--- src/logic/pitaya_defs.svh ---
`ifndef PITAYA_DEFS_SVH
`define PITAYA_DEFS_SVH

//////////////////////////////
// Stream widths
//////////////////////////////
`define ADC_RAW_W 16   // ADC word incl. 2 reserved LSBs
`define SIG_W     14   // Sample width on the stream path
`define KP_W      12   // Signed proportional gain
`define KP_SHIFT  8    // Product scaling, arithmetic right shift

// System bus, region in top 3 bits, offset below
`define SYS_AW    23
`define SYS_OFS_W 20
`define SYS_DW    32

// Housekeeping register offsets within region 0
`define REG_CFG   20'h00000  // Bit 0 digital loop
`define REG_GEN_A 20'h00004
`define REG_GEN_B 20'h00008
`define REG_SET_A 20'h0000C
`define REG_SET_B 20'h00010
`define REG_KP_A  20'h00014
`define REG_KP_B  20'h00018

`endif

--- src/logic/pitaya_pkg.sv ---
`include "pitaya_defs.svh"

package pitaya_pkg;

  // Stream samples, two's complement
  typedef logic signed [`SIG_W-1:0] sig_t;

  // One guard bit for sums and differences
  typedef logic signed [`SIG_W:0] sum_t;

  // Raw ADC word as it arrives on the pins
  typedef logic [`ADC_RAW_W-1:0] adc_raw_t;

  // Controller gain
  typedef logic signed [`KP_W-1:0] kp_t;

  // System bus
  typedef logic [`SYS_AW-1:0] sys_addr_t;
  typedef logic [`SYS_DW-1:0] sys_data_t;

endpackage

--- src/logic/adc_front.sv ---
`include "pitaya_defs.svh"

module adc_front (
  input  logic                adc_clk,
  input  logic                rst_n_i,
  input  pitaya_pkg::adc_raw_t adc_a_raw_i,   // Channel A pins
  input  pitaya_pkg::adc_raw_t adc_b_raw_i,   // Channel B pins
  input  pitaya_pkg::sig_t    loop_a_i,       // Saturated DAC-bound value A
  input  pitaya_pkg::sig_t    loop_b_i,       // Saturated DAC-bound value B
  input  logic                digital_loop_i,
  output pitaya_pkg::sig_t    adc_a_o,
  output pitaya_pkg::sig_t    adc_b_o
);

  import pitaya_pkg::*;

  logic [`SIG_W-1:0] raw_a_q;  // Negative-slope code, reserved bits gone
  logic [`SIG_W-1:0] raw_b_q;
  sig_t              conv_a;
  sig_t              conv_b;

  //////////////////////////////
  // Input registers
  //////////////////////////////
  always_ff @(posedge adc_clk)
  begin
    if (!rst_n_i)
    begin
      raw_a_q <= '0;
      raw_b_q <= '0;
    end
    else
    begin
      // Lowest two bits are reserved on the 16-bit bus
      raw_a_q <= adc_a_raw_i[`ADC_RAW_W-1 -: `SIG_W];
      raw_b_q <= adc_b_raw_i[`ADC_RAW_W-1 -: `SIG_W];
    end
  end

  // Negative slope to two's complement, MSB kept
  assign conv_a = {raw_a_q[`SIG_W-1], ~raw_a_q[`SIG_W-2:0]};
  assign conv_b = {raw_b_q[`SIG_W-1], ~raw_b_q[`SIG_W-2:0]};

  // Loopback bypasses the converter
  assign adc_a_o = digital_loop_i ? loop_a_i : conv_a;
  assign adc_b_o = digital_loop_i ? loop_b_i : conv_b;

endmodule

--- src/logic/hk_regs.sv ---
`include "pitaya_defs.svh"

module hk_regs (
  input  logic                  adc_clk,
  input  logic                  rst_n_i,
  // System bus
  input  pitaya_pkg::sys_addr_t sys_addr_i,
  input  pitaya_pkg::sys_data_t sys_wdata_i,
  input  logic                  sys_wen_i,     // Single-cycle write strobe
  input  logic                  sys_ren_i,     // Single-cycle read strobe
  output pitaya_pkg::sys_data_t sys_rdata_o,
  output logic                  sys_ack_o,
  output logic                  sys_err_o,
  // Configuration levels
  output logic                  digital_loop_o,
  output pitaya_pkg::sig_t      gen_a_o,
  output pitaya_pkg::sig_t      gen_b_o,
  output pitaya_pkg::sig_t      set_a_o,
  output pitaya_pkg::sig_t      set_b_o,
  output pitaya_pkg::kp_t       kp_a_o,
  output pitaya_pkg::kp_t       kp_b_o
);

  import pitaya_pkg::*;

  logic [`SYS_AW-`SYS_OFS_W-1:0] region;
  logic [`SYS_OFS_W-1:0]         offset;
  logic                          in_reg0;  // Only region 0 is mapped
  logic                          req;
  logic                          wr_en;
  logic                          cfg_q;
  sig_t                          gen_a_q, gen_b_q;
  sig_t                          set_a_q, set_b_q;
  kp_t                           kp_a_q, kp_b_q;
  sys_data_t                     rd_mux;

  assign region  = sys_addr_i[`SYS_AW-1:`SYS_OFS_W];
  assign offset  = sys_addr_i[`SYS_OFS_W-1:0];
  assign in_reg0 = (region == '0);
  assign req     = sys_wen_i || sys_ren_i;
  assign wr_en   = sys_wen_i && in_reg0;  // Other regions drop writes

  //////////////////////////////
  // Register bank
  //////////////////////////////
  always_ff @(posedge adc_clk)
  begin
    if (!rst_n_i)
    begin
      cfg_q   <= 1'b0;
      gen_a_q <= '0;
      gen_b_q <= '0;
      set_a_q <= '0;
      set_b_q <= '0;
      kp_a_q  <= '0;
      kp_b_q  <= '0;
    end
    else if (wr_en)
    begin
      // Low bits of the data word only
      case (offset)
        `REG_CFG   : cfg_q   <= sys_wdata_i[0];
        `REG_GEN_A : gen_a_q <= sys_wdata_i[`SIG_W-1:0];
        `REG_GEN_B : gen_b_q <= sys_wdata_i[`SIG_W-1:0];
        `REG_SET_A : set_a_q <= sys_wdata_i[`SIG_W-1:0];
        `REG_SET_B : set_b_q <= sys_wdata_i[`SIG_W-1:0];
        `REG_KP_A  : kp_a_q  <= sys_wdata_i[`KP_W-1:0];
        `REG_KP_B  : kp_b_q  <= sys_wdata_i[`KP_W-1:0];
        default    : ;  // Unknown offset, nothing stored
      endcase
    end
  end

  // Read mux, signed sources extend with their sign
  always_comb
  begin
    rd_mux = '0;
    case (offset)
      `REG_CFG   : rd_mux = {{(`SYS_DW-1){1'b0}}, cfg_q};
      `REG_GEN_A : rd_mux = gen_a_q;
      `REG_GEN_B : rd_mux = gen_b_q;
      `REG_SET_A : rd_mux = set_a_q;
      `REG_SET_B : rd_mux = set_b_q;
      `REG_KP_A  : rd_mux = kp_a_q;
      `REG_KP_B  : rd_mux = kp_b_q;
      default    : rd_mux = '0;
    endcase
  end

  //////////////////////////////
  // Bus response, one cycle later
  //////////////////////////////
  always_ff @(posedge adc_clk)
  begin
    if (!rst_n_i)
    begin
      sys_ack_o   <= 1'b0;
      sys_err_o   <= 1'b0;
      sys_rdata_o <= '0;
    end
    else
    begin
      sys_ack_o   <= req && in_reg0;
      sys_err_o   <= req && !in_reg0;   // Stub behaviour for regions 1..7
      sys_rdata_o <= (sys_ren_i && in_reg0) ? rd_mux : '0;
    end
  end

  assign digital_loop_o = cfg_q;
  assign gen_a_o        = gen_a_q;
  assign gen_b_o        = gen_b_q;
  assign set_a_o        = set_a_q;
  assign set_b_o        = set_b_q;
  assign kp_a_o         = kp_a_q;
  assign kp_b_o         = kp_b_q;

  // Protocol checks
  a_ack_err_excl : assert property (@(posedge adc_clk) disable iff (!rst_n_i)
    !(sys_ack_o && sys_err_o));
  a_resp_after_req : assert property (@(posedge adc_clk) disable iff (!rst_n_i)
    (sys_ack_o || sys_err_o) |-> $past(sys_wen_i || sys_ren_i));
  a_one_strobe : assert property (@(posedge adc_clk) disable iff (!rst_n_i)
    !(sys_wen_i && sys_ren_i));

endmodule

--- src/logic/p_ctrl.sv ---
`include "pitaya_defs.svh"

module p_ctrl (
  input  logic             adc_clk,
  input  logic             rst_n_i,
  input  pitaya_pkg::sig_t dat_i,    // Measured value
  input  pitaya_pkg::sig_t set_i,    // Setpoint
  input  pitaya_pkg::kp_t  kp_i,     // Proportional gain
  output pitaya_pkg::sig_t ctrl_o
);

  import pitaya_pkg::*;

  // Error times gain, full precision
  localparam int PROD_W = `SIG_W + 1 + `KP_W;

  sum_t                     err_q;
  logic signed [PROD_W-1:0] prod;
  logic signed [PROD_W-1:0] prod_sh;
  logic                     ovf;
  sig_t                     sat;
  sig_t                     ctrl_q;

  //////////////////////////////
  // Stage 1, error
  //////////////////////////////
  always_ff @(posedge adc_clk)
  begin
    if (!rst_n_i)
      err_q <= '0;
    else
      err_q <= set_i - dat_i;  // 15 bits, cannot wrap
  end

  assign prod    = err_q * kp_i;
  assign prod_sh = prod >>> `KP_SHIFT;  // Keeps sign

  // Anything above the 14-bit sign position must be a sign copy
  assign ovf = (prod_sh[PROD_W-1:`SIG_W-1] !=
                {(PROD_W-`SIG_W+1){prod_sh[PROD_W-1]}});

  // Clip to the extreme of the product sign
  assign sat = ovf ? {prod_sh[PROD_W-1], {(`SIG_W-1){~prod_sh[PROD_W-1]}}}
                   : prod_sh[`SIG_W-1:0];

  //////////////////////////////
  // Stage 2, scaled output
  //////////////////////////////
  always_ff @(posedge adc_clk)
  begin
    if (!rst_n_i)
      ctrl_q <= '0;
    else
      ctrl_q <= sat;
  end

  assign ctrl_o = ctrl_q;

endmodule

--- src/logic/dac_out.sv ---
`include "pitaya_defs.svh"

module dac_out (
  input  logic              adc_clk,
  input  logic              rst_n_i,
  input  pitaya_pkg::sig_t  gen_a_i,    // DC generator levels
  input  pitaya_pkg::sig_t  gen_b_i,
  input  pitaya_pkg::sig_t  ctrl_a_i,   // Controller outputs
  input  pitaya_pkg::sig_t  ctrl_b_i,
  output pitaya_pkg::sig_t  loop_a_o,   // Back to the input side
  output pitaya_pkg::sig_t  loop_b_o,
  output logic [`SIG_W-1:0] dac_a_o,    // Offset negative-slope code
  output logic [`SIG_W-1:0] dac_b_o
);

  import pitaya_pkg::*;

  sum_t sum_a, sum_b;
  sig_t sat_a, sat_b;

  // Top two bits differ means overflow past 14 bits
  function automatic sig_t sat_sum(input sum_t s);
    return (^s[`SIG_W:`SIG_W-1]) ? {s[`SIG_W], {(`SIG_W-1){~s[`SIG_W]}}}
                                 : s[`SIG_W-1:0];
  endfunction

  // Sign stays, rest inverted; zero maps to 0x1FFF
  function automatic logic [`SIG_W-1:0] dac_code(input sig_t v);
    return {v[`SIG_W-1], ~v[`SIG_W-2:0]};
  endfunction

  assign sum_a = gen_a_i + ctrl_a_i;
  assign sum_b = gen_b_i + ctrl_b_i;
  assign sat_a = sat_sum(sum_a);
  assign sat_b = sat_sum(sum_b);

  assign loop_a_o = sat_a;
  assign loop_b_o = sat_b;

  always_ff @(posedge adc_clk)
  begin
    if (!rst_n_i)
    begin
      dac_a_o <= dac_code('0);  // Code for zero
      dac_b_o <= dac_code('0);
    end
    else
    begin
      dac_a_o <= dac_code(sat_a);
      dac_b_o <= dac_code(sat_b);
    end
  end

  a_dac_code : assert property (@(posedge adc_clk) disable iff (!rst_n_i)
    $past(rst_n_i) |-> (dac_a_o == dac_code($past(sat_a))) &&
                       (dac_b_o == dac_code($past(sat_b))));

endmodule

--- src/logic/pitaya_core.sv ---
`include "pitaya_defs.svh"

module pitaya_core (
  input  logic                  adc_clk,
  input  logic                  rst_n_i,
  // ADC pins
  input  pitaya_pkg::adc_raw_t  adc_a_i,
  input  pitaya_pkg::adc_raw_t  adc_b_i,
  // System bus
  input  pitaya_pkg::sys_addr_t sys_addr_i,
  input  pitaya_pkg::sys_data_t sys_wdata_i,
  input  logic                  sys_wen_i,
  input  logic                  sys_ren_i,
  output pitaya_pkg::sys_data_t sys_rdata_o,
  output logic                  sys_ack_o,
  output logic                  sys_err_o,
  // DAC data, one port per channel
  output logic [`SIG_W-1:0]     dac_a_o,
  output logic [`SIG_W-1:0]     dac_b_o
);

  import pitaya_pkg::*;

  sig_t adc_a, adc_b;            // Two's complement samples
  sig_t ctrl_out_a, ctrl_out_b;
  sig_t loop_a, loop_b;          // Saturated sums
  logic digital_loop;
  sig_t gen_a, gen_b;
  sig_t set_a, set_b;
  kp_t  kp_a, kp_b;

  //////////////////////////////
  // Input side
  //////////////////////////////
  adc_front i_adc (
    .adc_clk        (adc_clk     ),
    .rst_n_i        (rst_n_i     ),
    .adc_a_raw_i    (adc_a_i     ),
    .adc_b_raw_i    (adc_b_i     ),
    .loop_a_i       (loop_a      ),
    .loop_b_i       (loop_b      ),
    .digital_loop_i (digital_loop),
    .adc_a_o        (adc_a       ),
    .adc_b_o        (adc_b       )
  );

  // Housekeeping, the only mapped region
  hk_regs i_hk (
    .adc_clk        (adc_clk     ),
    .rst_n_i        (rst_n_i     ),
    .sys_addr_i     (sys_addr_i  ),
    .sys_wdata_i    (sys_wdata_i ),
    .sys_wen_i      (sys_wen_i   ),
    .sys_ren_i      (sys_ren_i   ),
    .sys_rdata_o    (sys_rdata_o ),
    .sys_ack_o      (sys_ack_o   ),
    .sys_err_o      (sys_err_o   ),
    .digital_loop_o (digital_loop),
    .gen_a_o        (gen_a       ),
    .gen_b_o        (gen_b       ),
    .set_a_o        (set_a       ),
    .set_b_o        (set_b       ),
    .kp_a_o         (kp_a        ),
    .kp_b_o         (kp_b        )
  );

  // One controller per channel, no cross terms
  p_ctrl ctrl_a (.adc_clk(adc_clk), .rst_n_i(rst_n_i), .dat_i(adc_a), .set_i(set_a),
                 .kp_i(kp_a), .ctrl_o(ctrl_out_a));
  p_ctrl ctrl_b (.adc_clk(adc_clk), .rst_n_i(rst_n_i), .dat_i(adc_b), .set_i(set_b),
                 .kp_i(kp_b), .ctrl_o(ctrl_out_b));

  //////////////////////////////
  // Output side
  //////////////////////////////
  dac_out i_dac (
    .adc_clk  (adc_clk   ),
    .rst_n_i  (rst_n_i   ),
    .gen_a_i  (gen_a     ),
    .gen_b_i  (gen_b     ),
    .ctrl_a_i (ctrl_out_a),
    .ctrl_b_i (ctrl_out_b),
    .loop_a_o (loop_a    ),  // Feeds loopback mux
    .loop_b_o (loop_b    ),
    .dac_a_o  (dac_a_o   ),
    .dac_b_o  (dac_b_o   )
  );

endmodule

--- config.mk ---
export PLATFORM = sky130hd
export DESIGN_NAME = pitaya_core
export DESIGN_NICKNAME = d
export VERILOG_FILES = /design/src/logic/pitaya_pkg.sv /design/src/logic/adc_front.sv /design/src/logic/hk_regs.sv /design/src/logic/p_ctrl.sv /design/src/logic/dac_out.sv /design/src/logic/pitaya_core.sv
export VERILOG_INCLUDE_DIRS = /design/src /design/src/logic
export SDC_FILE = /design/constraint.sdc
export NUM_CORES = 1
export LEC_CHECK = 0
export ABC_AREA = 1
export BUFFER_PORTS_ARGS = -buffer_cell sky130_fd_sc_hd__buf_2
export CELL_PAD_IN_SITES_DETAIL_PLACEMENT = 1
export CELL_PAD_IN_SITES_GLOBAL_PLACEMENT = 2
export CORE_MARGIN = 2
export CORE_UTILIZATION = 37
export DETAILED_ROUTE_END_ITERATION = 10
export GPL_ROUTABILITY_DRIVEN = 0
export HOLD_SLACK_MARGIN = 0.05
export PLACE_DENSITY_LB_ADDON = 0.15
export REMOVE_ABC_BUFFERS = 1
export SLEW_MARGIN = 30
export SYNTH_ARGS = -nofsm -noshare
export SYNTH_HDL_FRONTEND = slang
export SYNTH_SLANG_ARGS = --single-unit
--- constraint.sdc ---
create_clock -name adc_clk -period 6.85 [get_ports adc_clk]
set_clock_uncertainty 0.1 [all_clocks]
set_input_delay 0.3425 -clock adc_clk [delete_from_list [all_inputs] [get_ports adc_clk]]
set_output_delay 0.3425 -clock adc_clk [all_outputs]
set_load 0.01 [all_outputs]
==> key figures, run 1 <==
Logic synthesis
  • Synth Register Bits: 211
  • Post-synthesis cell type with the largest combined area: fa_1
  • Netlist area before placement: 24700 um2
  • Post-synth EDFFs: 0
  • Proportion of synthesized area in mux cells: 0.0809%
  • Sequential share of the synthesized area: 17.1%
  • Main combinational cell family by area after synthesis: adder cells
  • Xor/xnor cell area share of the yosys netlist: 1.73%
  • Synthesized netlist cell count: 3362
  • Top-count cell post-synth: inv_1
  • Most frequently used flop master after synthesis: dfxtp_1
  • Top cells by count, synth: 834 x inv_1, 793 x nand2_1, 336 x fa_1, 211 x dfxtp_1, 174 x nor2_1
  • Basic-gate share of the synthesized area counting and, or, nand and nor cells: 20.2%
  • Most area-consuming cells after synthesis: fa_1 27%, dfxtp_1 17%, inv_1 13%
  • YS warnings: 0
  • Fraction of the mapped netlist area in compound gates: 9.63%
  • Synth cell types: 45
  • Post-Syn Area per Cell: 7.36 um2
  • Post-synth ARST share: 0%
  • Top cell type's share of synthesized area: 27.2%
  • Post-Synth Adder-Cell Area: 35.7%

Route
  • WL per Instance: 18.1 um
  • Remaining antenna violation count: 0
  • Total number of vias: 21100
  • Wire length on met2: 38700 um
  • Met1 routed wirelength after detailed routing: 35400 um
  • Number of DRC markers after the initial detailed-route iteration: 949
  • Met3 routed WL: 2190 um
  • Highest metal layer used by the detailed router: met4
  • Average vias per placed instance: 4.88
  • Number of remaining DRC errors: 0
  • Count of TritonRoute iterations in the first routing pass: 5
  • Wire length reported by the detailed router: 78100 um

Clocking
  • Post-cts repair resize count: 0
  • Total CTS buffers: 23
  • Clock Latency Late Sink: 0.54 ns
  • Max H-tree Level: 1
  • CTS tree: done
  • Number of clock sinks: 211
  • CTS max path bufs: 3
  • Buffer cell driving the clock tree root: clkbuf_16
  • Clock-pin slew on the worst setup and hold paths: 0.07 ns

Critical path
  • Crit Path Category: flop to flop
  • Worst path slowest cell: dfxtp_1
  • Sort of element at the start of the critical path: flop
  • Buf+Inv Stages, Crit Path: 3
  • Delay of the slowest cell on the worst path: 0.78 ns
  • Sequence of cells on the critical path: nand2_1 -> fa_1 -> fa_1 -> inv_1 -> fa_1 -> fa_1 -> inv_1 -> fa_1 -> inv_1 -> ha_1 -> a21oi_1 -> nor2_1 -> nor2_1 -> o21ai_0 -> nand2_1 -> nand3_1 -> nand2_1 -> nand2_1 -> nand2_1 -> nand2_1 -> nor2_4 -> nand2_1 -> nand2_2 -> a21oi_1
  • Critical Path Most Common Cell: nand2_1
  • Kind of end point of the critical path: flop
  • Required time at the worst-slack endpoint: 7.16 ns
  • Critical path fanouts, max: 13
  • Arr. time, crit path: 6.51 ns
  • Largest delay contributor family on the critical path: adder cells

Die
  • Effective utilization at floorplan: 37.5%
  • Number of primary I/O pins: 153
  • Die X: 263 um
  • Die outline area: 69000 um2
  • Die extent in y: 263 um
  • Core Footprint: 66000 um2
  • Core Rows: 94

Place
  • HPWL after detailed placement: 66600 um
  • Placement-stage cell area: 26100 um2
  • Count of buffers from port buffering: 130

Timing
  • Worst-margin pin slew: 0.953 ns
  • Maximum achievable frequency: 0.161 GHz
  • Final cycle utilization of the critical path: 90.5%
  • Slew margin rel.: 36.3%
  • Fin Setup TNS: 0 ns
  • Setup violators final: 0
  • Final hold vios: 0
  • Final Slew Violations: 0
  • Unrepaired setup endpoints after global routing: false
  • Tmin final: 6.20 ns
  • Worst hold slack: 0.0699 ns

Layout
  • Total area of sequential cells: 4220 um2
  • Antenna diode count: 0
  • Number of nets in the layout: 4042
  • Area of combinational cells with multiple inputs: 16700 um2
  • Count of fill cells added during filler insertion: 8318
  • Final std cell area, no fill: 27300 um2
  • Layout Area Growth over Synthesis: 10.3%
  • Share of layout cells above drive strength 1: 9.30%

Power
  • Total power consumption of the routed design: 2770 uW
  • Power per cell area: 102 nW/um2
  • Max VDD drop: 0.160 mV
  • Leakage power: 0.0147 uW

GRT
  • Vias in the first global route: 23100
  • First-pass GRT wire length: 126000 um
  • Total track usage: 23.1%
  • Maximum number of pins on one net before global-route repair: 65
  • Number of antenna violations at the first check in global routing: 2
  • Total global routing overflow: 0

Hold path
  • Type of the worst min-delay path: input pin to flop

Job
  • Max-cap viol count: 0

Status
  • Outcome: complete, no violations
## per-layer routing
| metal | vias up | GRT usage [%] |
|---|---|---|
| met2 | 305 | 41.0 |
| met3 | 91 | 1.93 |
| met1 | 10500 | 30.5 |
| li1 | 10200 | - |
| met5 | - | 0 |
| met4 | 0 | 5.00 |
## cells in the final DEF, fill, tap and decap left out, drive strengths merged
master and n:
xor2 30, a21oi 175, nor4 5, o21ai 125, fa 336, o211ai 1, o31ai 2, clkinv 8
bufinv 3, o21a 14, o22ai 39, dfxtp 211, a21o 3, nand4 16, mux2i 2, a211oi 40
o21bai 5, xnor2 19, clkbuf 28, inv 849, ha 168, a21boi 4, clkinvlp 3, buf 172
o2111ai 3, nor3 30, a31oi 1, nand3b 4, or2 15, nand3 108, nand2 818, dlygate4sd3 36
nor2 191
## flip-flops by register name, summed over array words and instances, names as in the netlist, 12 cells and up
| name | count |
|---|---|
| ctrl_a.err_q | 15 |
| ctrl_b.err_q | 15 |
| ctrl_a.ctrl_o | 14 |
| ctrl_b.ctrl_o | 14 |
| i_adc.raw_a_q | 14 |
| i_adc.raw_b_q | 14 |
| i_dac.dac_a_o | 14 |
| i_dac.dac_b_o | 14 |
| i_hk.gen_a_o | 14 |
| i_hk.gen_b_o | 14 |
| i_hk.set_a_o | 14 |
| i_hk.set_b_o | 14 |
| i_hk.sys_rdata_o | 14 |
| i_hk.kp_a_o | 12 |
| i_hk.kp_b_o | 12 |
## final timing paths
check | slack (ns) | cells past startpoint | endpoint | startpoint
setup / recovery | 0.65 | 24 | ctrl_b.ctrl_o[1] | ctrl_b.err_q[9]
hold / removal | 0.07 | 3 | i_hk.gen_a_o[11] | sys_wdata_i[11]
hold reg to reg | 0.39 | 2 | i_hk.kp_a_o[7] | i_hk.kp_a_o[7]
setup reg to reg | 0.65 | 24 | ctrl_b.ctrl_o[1] | ctrl_b.err_q[9]
## stage by stage
step,setup WS [ns],utilization (%),cells
after floorplan,1.35,-,3214
after global placement,0.681,39.6,4248
after detailed placement,0.640,39.6,4250
after global routing,0.264,41.4,4328
final,0.648,41.4,4328
after CTS,0.605,41.4,4328
## cell families (layout without fill, tap and decap cells)
family	after synthesis	in the layout
adder cells (fa/ha/maj)	504	504
multiplexers	2	2
buffers and inverters	997	1099
flip-flops	211	211
AO/OA/AOI/OAI	412	412
XOR/XNOR	49	49
AND/OR/NAND/NOR	1187	1187
## worst reg2reg max path, cell delays in order (launching register included)
cell and delay, ns:
dfxtp_1 0.78, nand2_1 0.20, fa_1 0.53, fa_1 0.51
inv_1 0.05, fa_1 0.48, fa_1 0.50, inv_1 0.05
fa_1 0.52, inv_1 0.07, ha_1 0.38, a21oi_1 0.38
nor2_1 0.08, nor2_1 0.17, o21ai_0 0.15, nand2_1 0.11
nand3_1 0.08, nand2_1 0.07, nand2_1 0.07, nand2_1 0.06
nand2_1 0.08, nor2_4 0.17, nand2_1 0.09, nand2_2 0.28
a21oi_1 0.12
## power by group
group / leakage, uW / internal, uW / switching, uW / total, uW
sequential: 0.00171 / 1240 / 41.7 / 1290
clock: 0.000385 / 770 / 570 / 1340
combinational: 0.0126 / 54.3 / 91.0 / 145
total: 0.0147 / 2070 / 703 / 2770
## final cells by class
type | instances | area share, %
clock buffer | 28 | 2.29
clock inverter | 14 | 0.624
inverter | 849 | 11.7
multi-input combinational | 2154 | 61.0
sequential | 211 | 15.5
tap | 864 | 3.96
timing repair buffer | 208 | 4.93
## repair_timing
| item | CTS | global route |
|---|---|---|
| buffers inserted | 0 | 0 |
| endpoints found under the hold margin | 41 | 0 |
| hold buffers | 36 | 0 |
No activity file was read; power rests on OpenSTA's default activity.
==> inputs of run 2 (changes only) <==
Settings changed: CORE_UTILIZATION 37 to 23, SKIP_LAST_GASP set to 1, SLEW_MARGIN 30 to 10.
==> run 2 against run 1 <==
Effect of this change: non-clock buffer count rose by 19; first-iteration DRC count fell by 29%; clock-buffer cell count did not move; die area rose by 60%; maximum frequency fell by 0.11%; combinational power rose by 7%; largest cell class unchanged; highest routed layer unchanged.
==> key figures, run 2 (same netlist as run 1, synthesis figures left out) <==
Status
  • Outcome: complete, no violations

Layout
  • Most common cell after layout, fill and taps aside: inv_1
  • Final std cell area, no fill: 28100 um2 (+2.9%)
  • Largest registers: ctrl_a.err_q x15, ctrl_b.err_q x15
  • End-of-flow core utilization: 26.3% (-15 points)
  • Layout Area Growth over Synthesis: 13.5%
  • Antenna diode count: 0 (unchanged)
  • Share of layout cells above drive strength 1: 9.77% (+0.47 points)
  • Commonest cells after routing, fill and taps aside: 834 x inv_1, 793 x nand2_1, 336 x fa_1, 211 x dfxtp_1, 174 x nor2_1
  • Number of nets in the layout: 4061 (+0.47%)

Clocking
  • Total CTS buffers: 23 (unchanged)
  • Number of clock sinks: 211 (unchanged)
  • Buffer cell driving the clock tree root: clkbuf_16
  • Clock Latency Late Sink: 0.56 ns (+0.02 ns)
  • CTS max path bufs: 3 (unchanged)
  • Post-cts repair resize count: 0 (unchanged)
  • Number of post-CTS setup repair buffers: 0 (unchanged)
  • Clock-pin slew on the worst setup and hold paths: 0.07 ns (about the same)
  • Max H-tree Level: 1 (unchanged)
  • CTS tree: done
  • Hold bufs inserted after CTS: 35 (-2.8%)

Route
  • Average vias per placed instance: 4.21 (-14%)
  • Number of DRC markers after the initial detailed-route iteration: 675 (-29%)
  • Total number of vias: 20500 (-2.7%)
  • Count of TritonRoute iterations in the first routing pass: 5 (unchanged)
  • Wire length reported by the detailed router: 87400 um (+12%)
  • Remaining antenna violation count: 0 (unchanged)
  • Number of remaining DRC errors: 0 (unchanged)
  • WL per Instance: 17.9 um (-0.80%)

Critical path
  • Kind of end point of the critical path: flop
  • Number of cell instances on the worst register-to-register path: 23 (-4.2%)
  • Worst R2R Setup Slack: 0.64 ns (about the same)
  • Arr. time, crit path: 6.50 ns (about the same)
  • Buf+Inv Stages, Crit Path: 3 (unchanged)
  • Startpoint of the worst setup timing path: ctrl_b.err_q[14]
  • Critical path fanouts, max: 13 (unchanged)
  • Sequence of cells on the critical path: nand2_1 -> fa_1 -> inv_1 -> fa_1 -> fa_1 -> fa_1 -> fa_1 -> ha_1 -> nand2_1 -> nor2_1 -> inv_1 -> nor2_1 -> nand3_1 -> nand3_1 -> nand2_1 -> nand2_1 -> inv_2 -> nand2_1 -> nand2_1 -> nor2_4 -> nand2_1 -> nand2_2 -> a21oi_1
  • Critical Path Most Common Cell: nand2_1
  • Worst path slowest cell: dfxtp_1
  • Sort of element at the start of the critical path: flop
  • Critical Path End: ctrl_b.ctrl_o[2]
  • Delay of the slowest cell on the worst path: 0.72 ns (-0.06 ns)
  • Startpoint of the worst register-to-register path: ctrl_b.err_q[14]
  • Largest delay contributor family on the critical path: adder cells
  • Required time at the worst-slack endpoint: 7.14 ns (-0.02 ns)
  • Logic depth of the worst path, buffers included: 23 (-4.2%)
  • Crit Path Category: flop to flop
  • RR Endpoint: ctrl_b.ctrl_o[2]

Die
  • Die outline area: 110000 um2 (+60%)
  • Core Rows: 120 (+28%)
  • Die extent in y: 332 um (+26%)
  • Number of primary I/O pins: 153 (unchanged)
  • Core Footprint: 107000 um2 (+62%)
  • Effective utilization at floorplan: 23.1% (-14 points)
  • Die X: 332 um (+26%)

Timing
  • Tmin final: 6.21 ns (+0.00677 ns)
  • Slew margin rel.: 20.6% (-16 points)
  • Final hold vios: 0 (unchanged)
  • Unrepaired setup endpoints after global routing: false
  • Final Slew Violations: 0 (unchanged)
  • Worst-margin pin slew: 1.19 ns (+0.235 ns)
  • Fin Setup TNS: 0 ns (unchanged)
  • Setup violators final: 0 (unchanged)
  • Final cycle utilization of the critical path: 90.6% (+0.099 points)
  • Maximum achievable frequency: 0.161 GHz (-0.11%)

GRT
  • GR met3 Demand/Resource: 1.21% (-0.72 points)
  • Number of antenna violations at the first check in global routing: 0 (-2)
  • Maximum number of pins on one net before global-route repair: 68 (+4.6%)
  • Grt met1 use: 22.9% (-7.6 points)
  • Vias in the first global route: 22600 (-1.9%)
  • GR peak layer: met2
  • Total global routing overflow: 0 (unchanged)
  • Met2 track demand over resource: 27.5% (-13 points)
  • Total track usage: 16.1% (-7.0 points)
  • First-pass GRT wire length: 137000 um (+8.1%)

Job
  • Max-cap viol count: 0 (unchanged)

Power
  • Power per cell area: 99.5 nW/um2 (-2.0%)
  • Max VDD drop: 0.132 mV (-18%)
  • Leakage power: 0.0148 uW (+0.65%)

Place
  • HPWL after detailed placement: 74000 um (+11%)
  • Count of buffers from port buffering: 130 (unchanged)
  • Placement-stage cell area: 26900 um2 (+3.1%)

Hold path
  • Type of the worst min-delay path: input pin to flop
run 2: changes by cell type in the layout (fill, tap and decap cells not counted), sizes merged:
cell | before | now
buf | 172 | 192
inv | 849 | 847
clkinvlp | 3 | 2
dlygate4sd3 | 36 | 35
run 2: cell type report:
type	count	area, um2
tap	1403	1760
fill	13100	78800
clock buffer	28	634
sequential	211	4220
inverter	849	3190
multi-input combinational	2154	16700
clock inverter	11	154
timing repair buffer	227	1470
run 2: tightest hold or removal path: stages:
cell,delay [ns]
buf_2,0.15
inv_1,0.11
a211oi_1,0.08
run 2: worst min-delay path by stage:
stage	start	end	slack [ns]	cells past startpoint
floorplan	rst_n_i	i_dac.dac_a_o[6]	0.31	1
global placement	i_hk.kp_a_o[7]	i_hk.kp_a_o[7]	0.37	2
detailed placement	i_hk.kp_a_o[7]	i_hk.kp_a_o[7]	0.37	2
CTS	sys_wdata_i[6]	i_hk.kp_b_o[6]	0.05	3
global route	sys_wdata_i[6]	i_hk.gen_b_o[6]	0.07	3
finish	sys_wdata_i[6]	i_hk.set_a_o[6]	0.08	3
run 2: routing by layer:
layer	up-vias	share of wire (%)
li1	10200	-
met1	10100	50
met2	156	47
met3	42	1.8
met4	0	0.77
met5	-	0
run 2: per-stage QoR:
| step | setup WS (ns) | total power, uW | hold slack (ns) | instances |
|---|---|---|---|---|
| after floorplan | 1.35 | 1350 | 0.311 | 3214 |
| after global placement | 0.558 | 1460 | 0.370 | 4809 |
| after detailed placement | 0.558 | 1460 | 0.367 | 4809 |
| after CTS | 0.504 | 2840 | 0.0517 | 4883 |
| after global routing | 0.203 | 2910 | 0.0732 | 4883 |
| final | 0.641 | 2790 | 0.0771 | 4883 |
run 2: where the power goes:
group	switching (uW)	internal (uW)	total (uW)
sequential	39.0	1240	1280
clock	580	775	1360
combinational	98.1	56.4	155
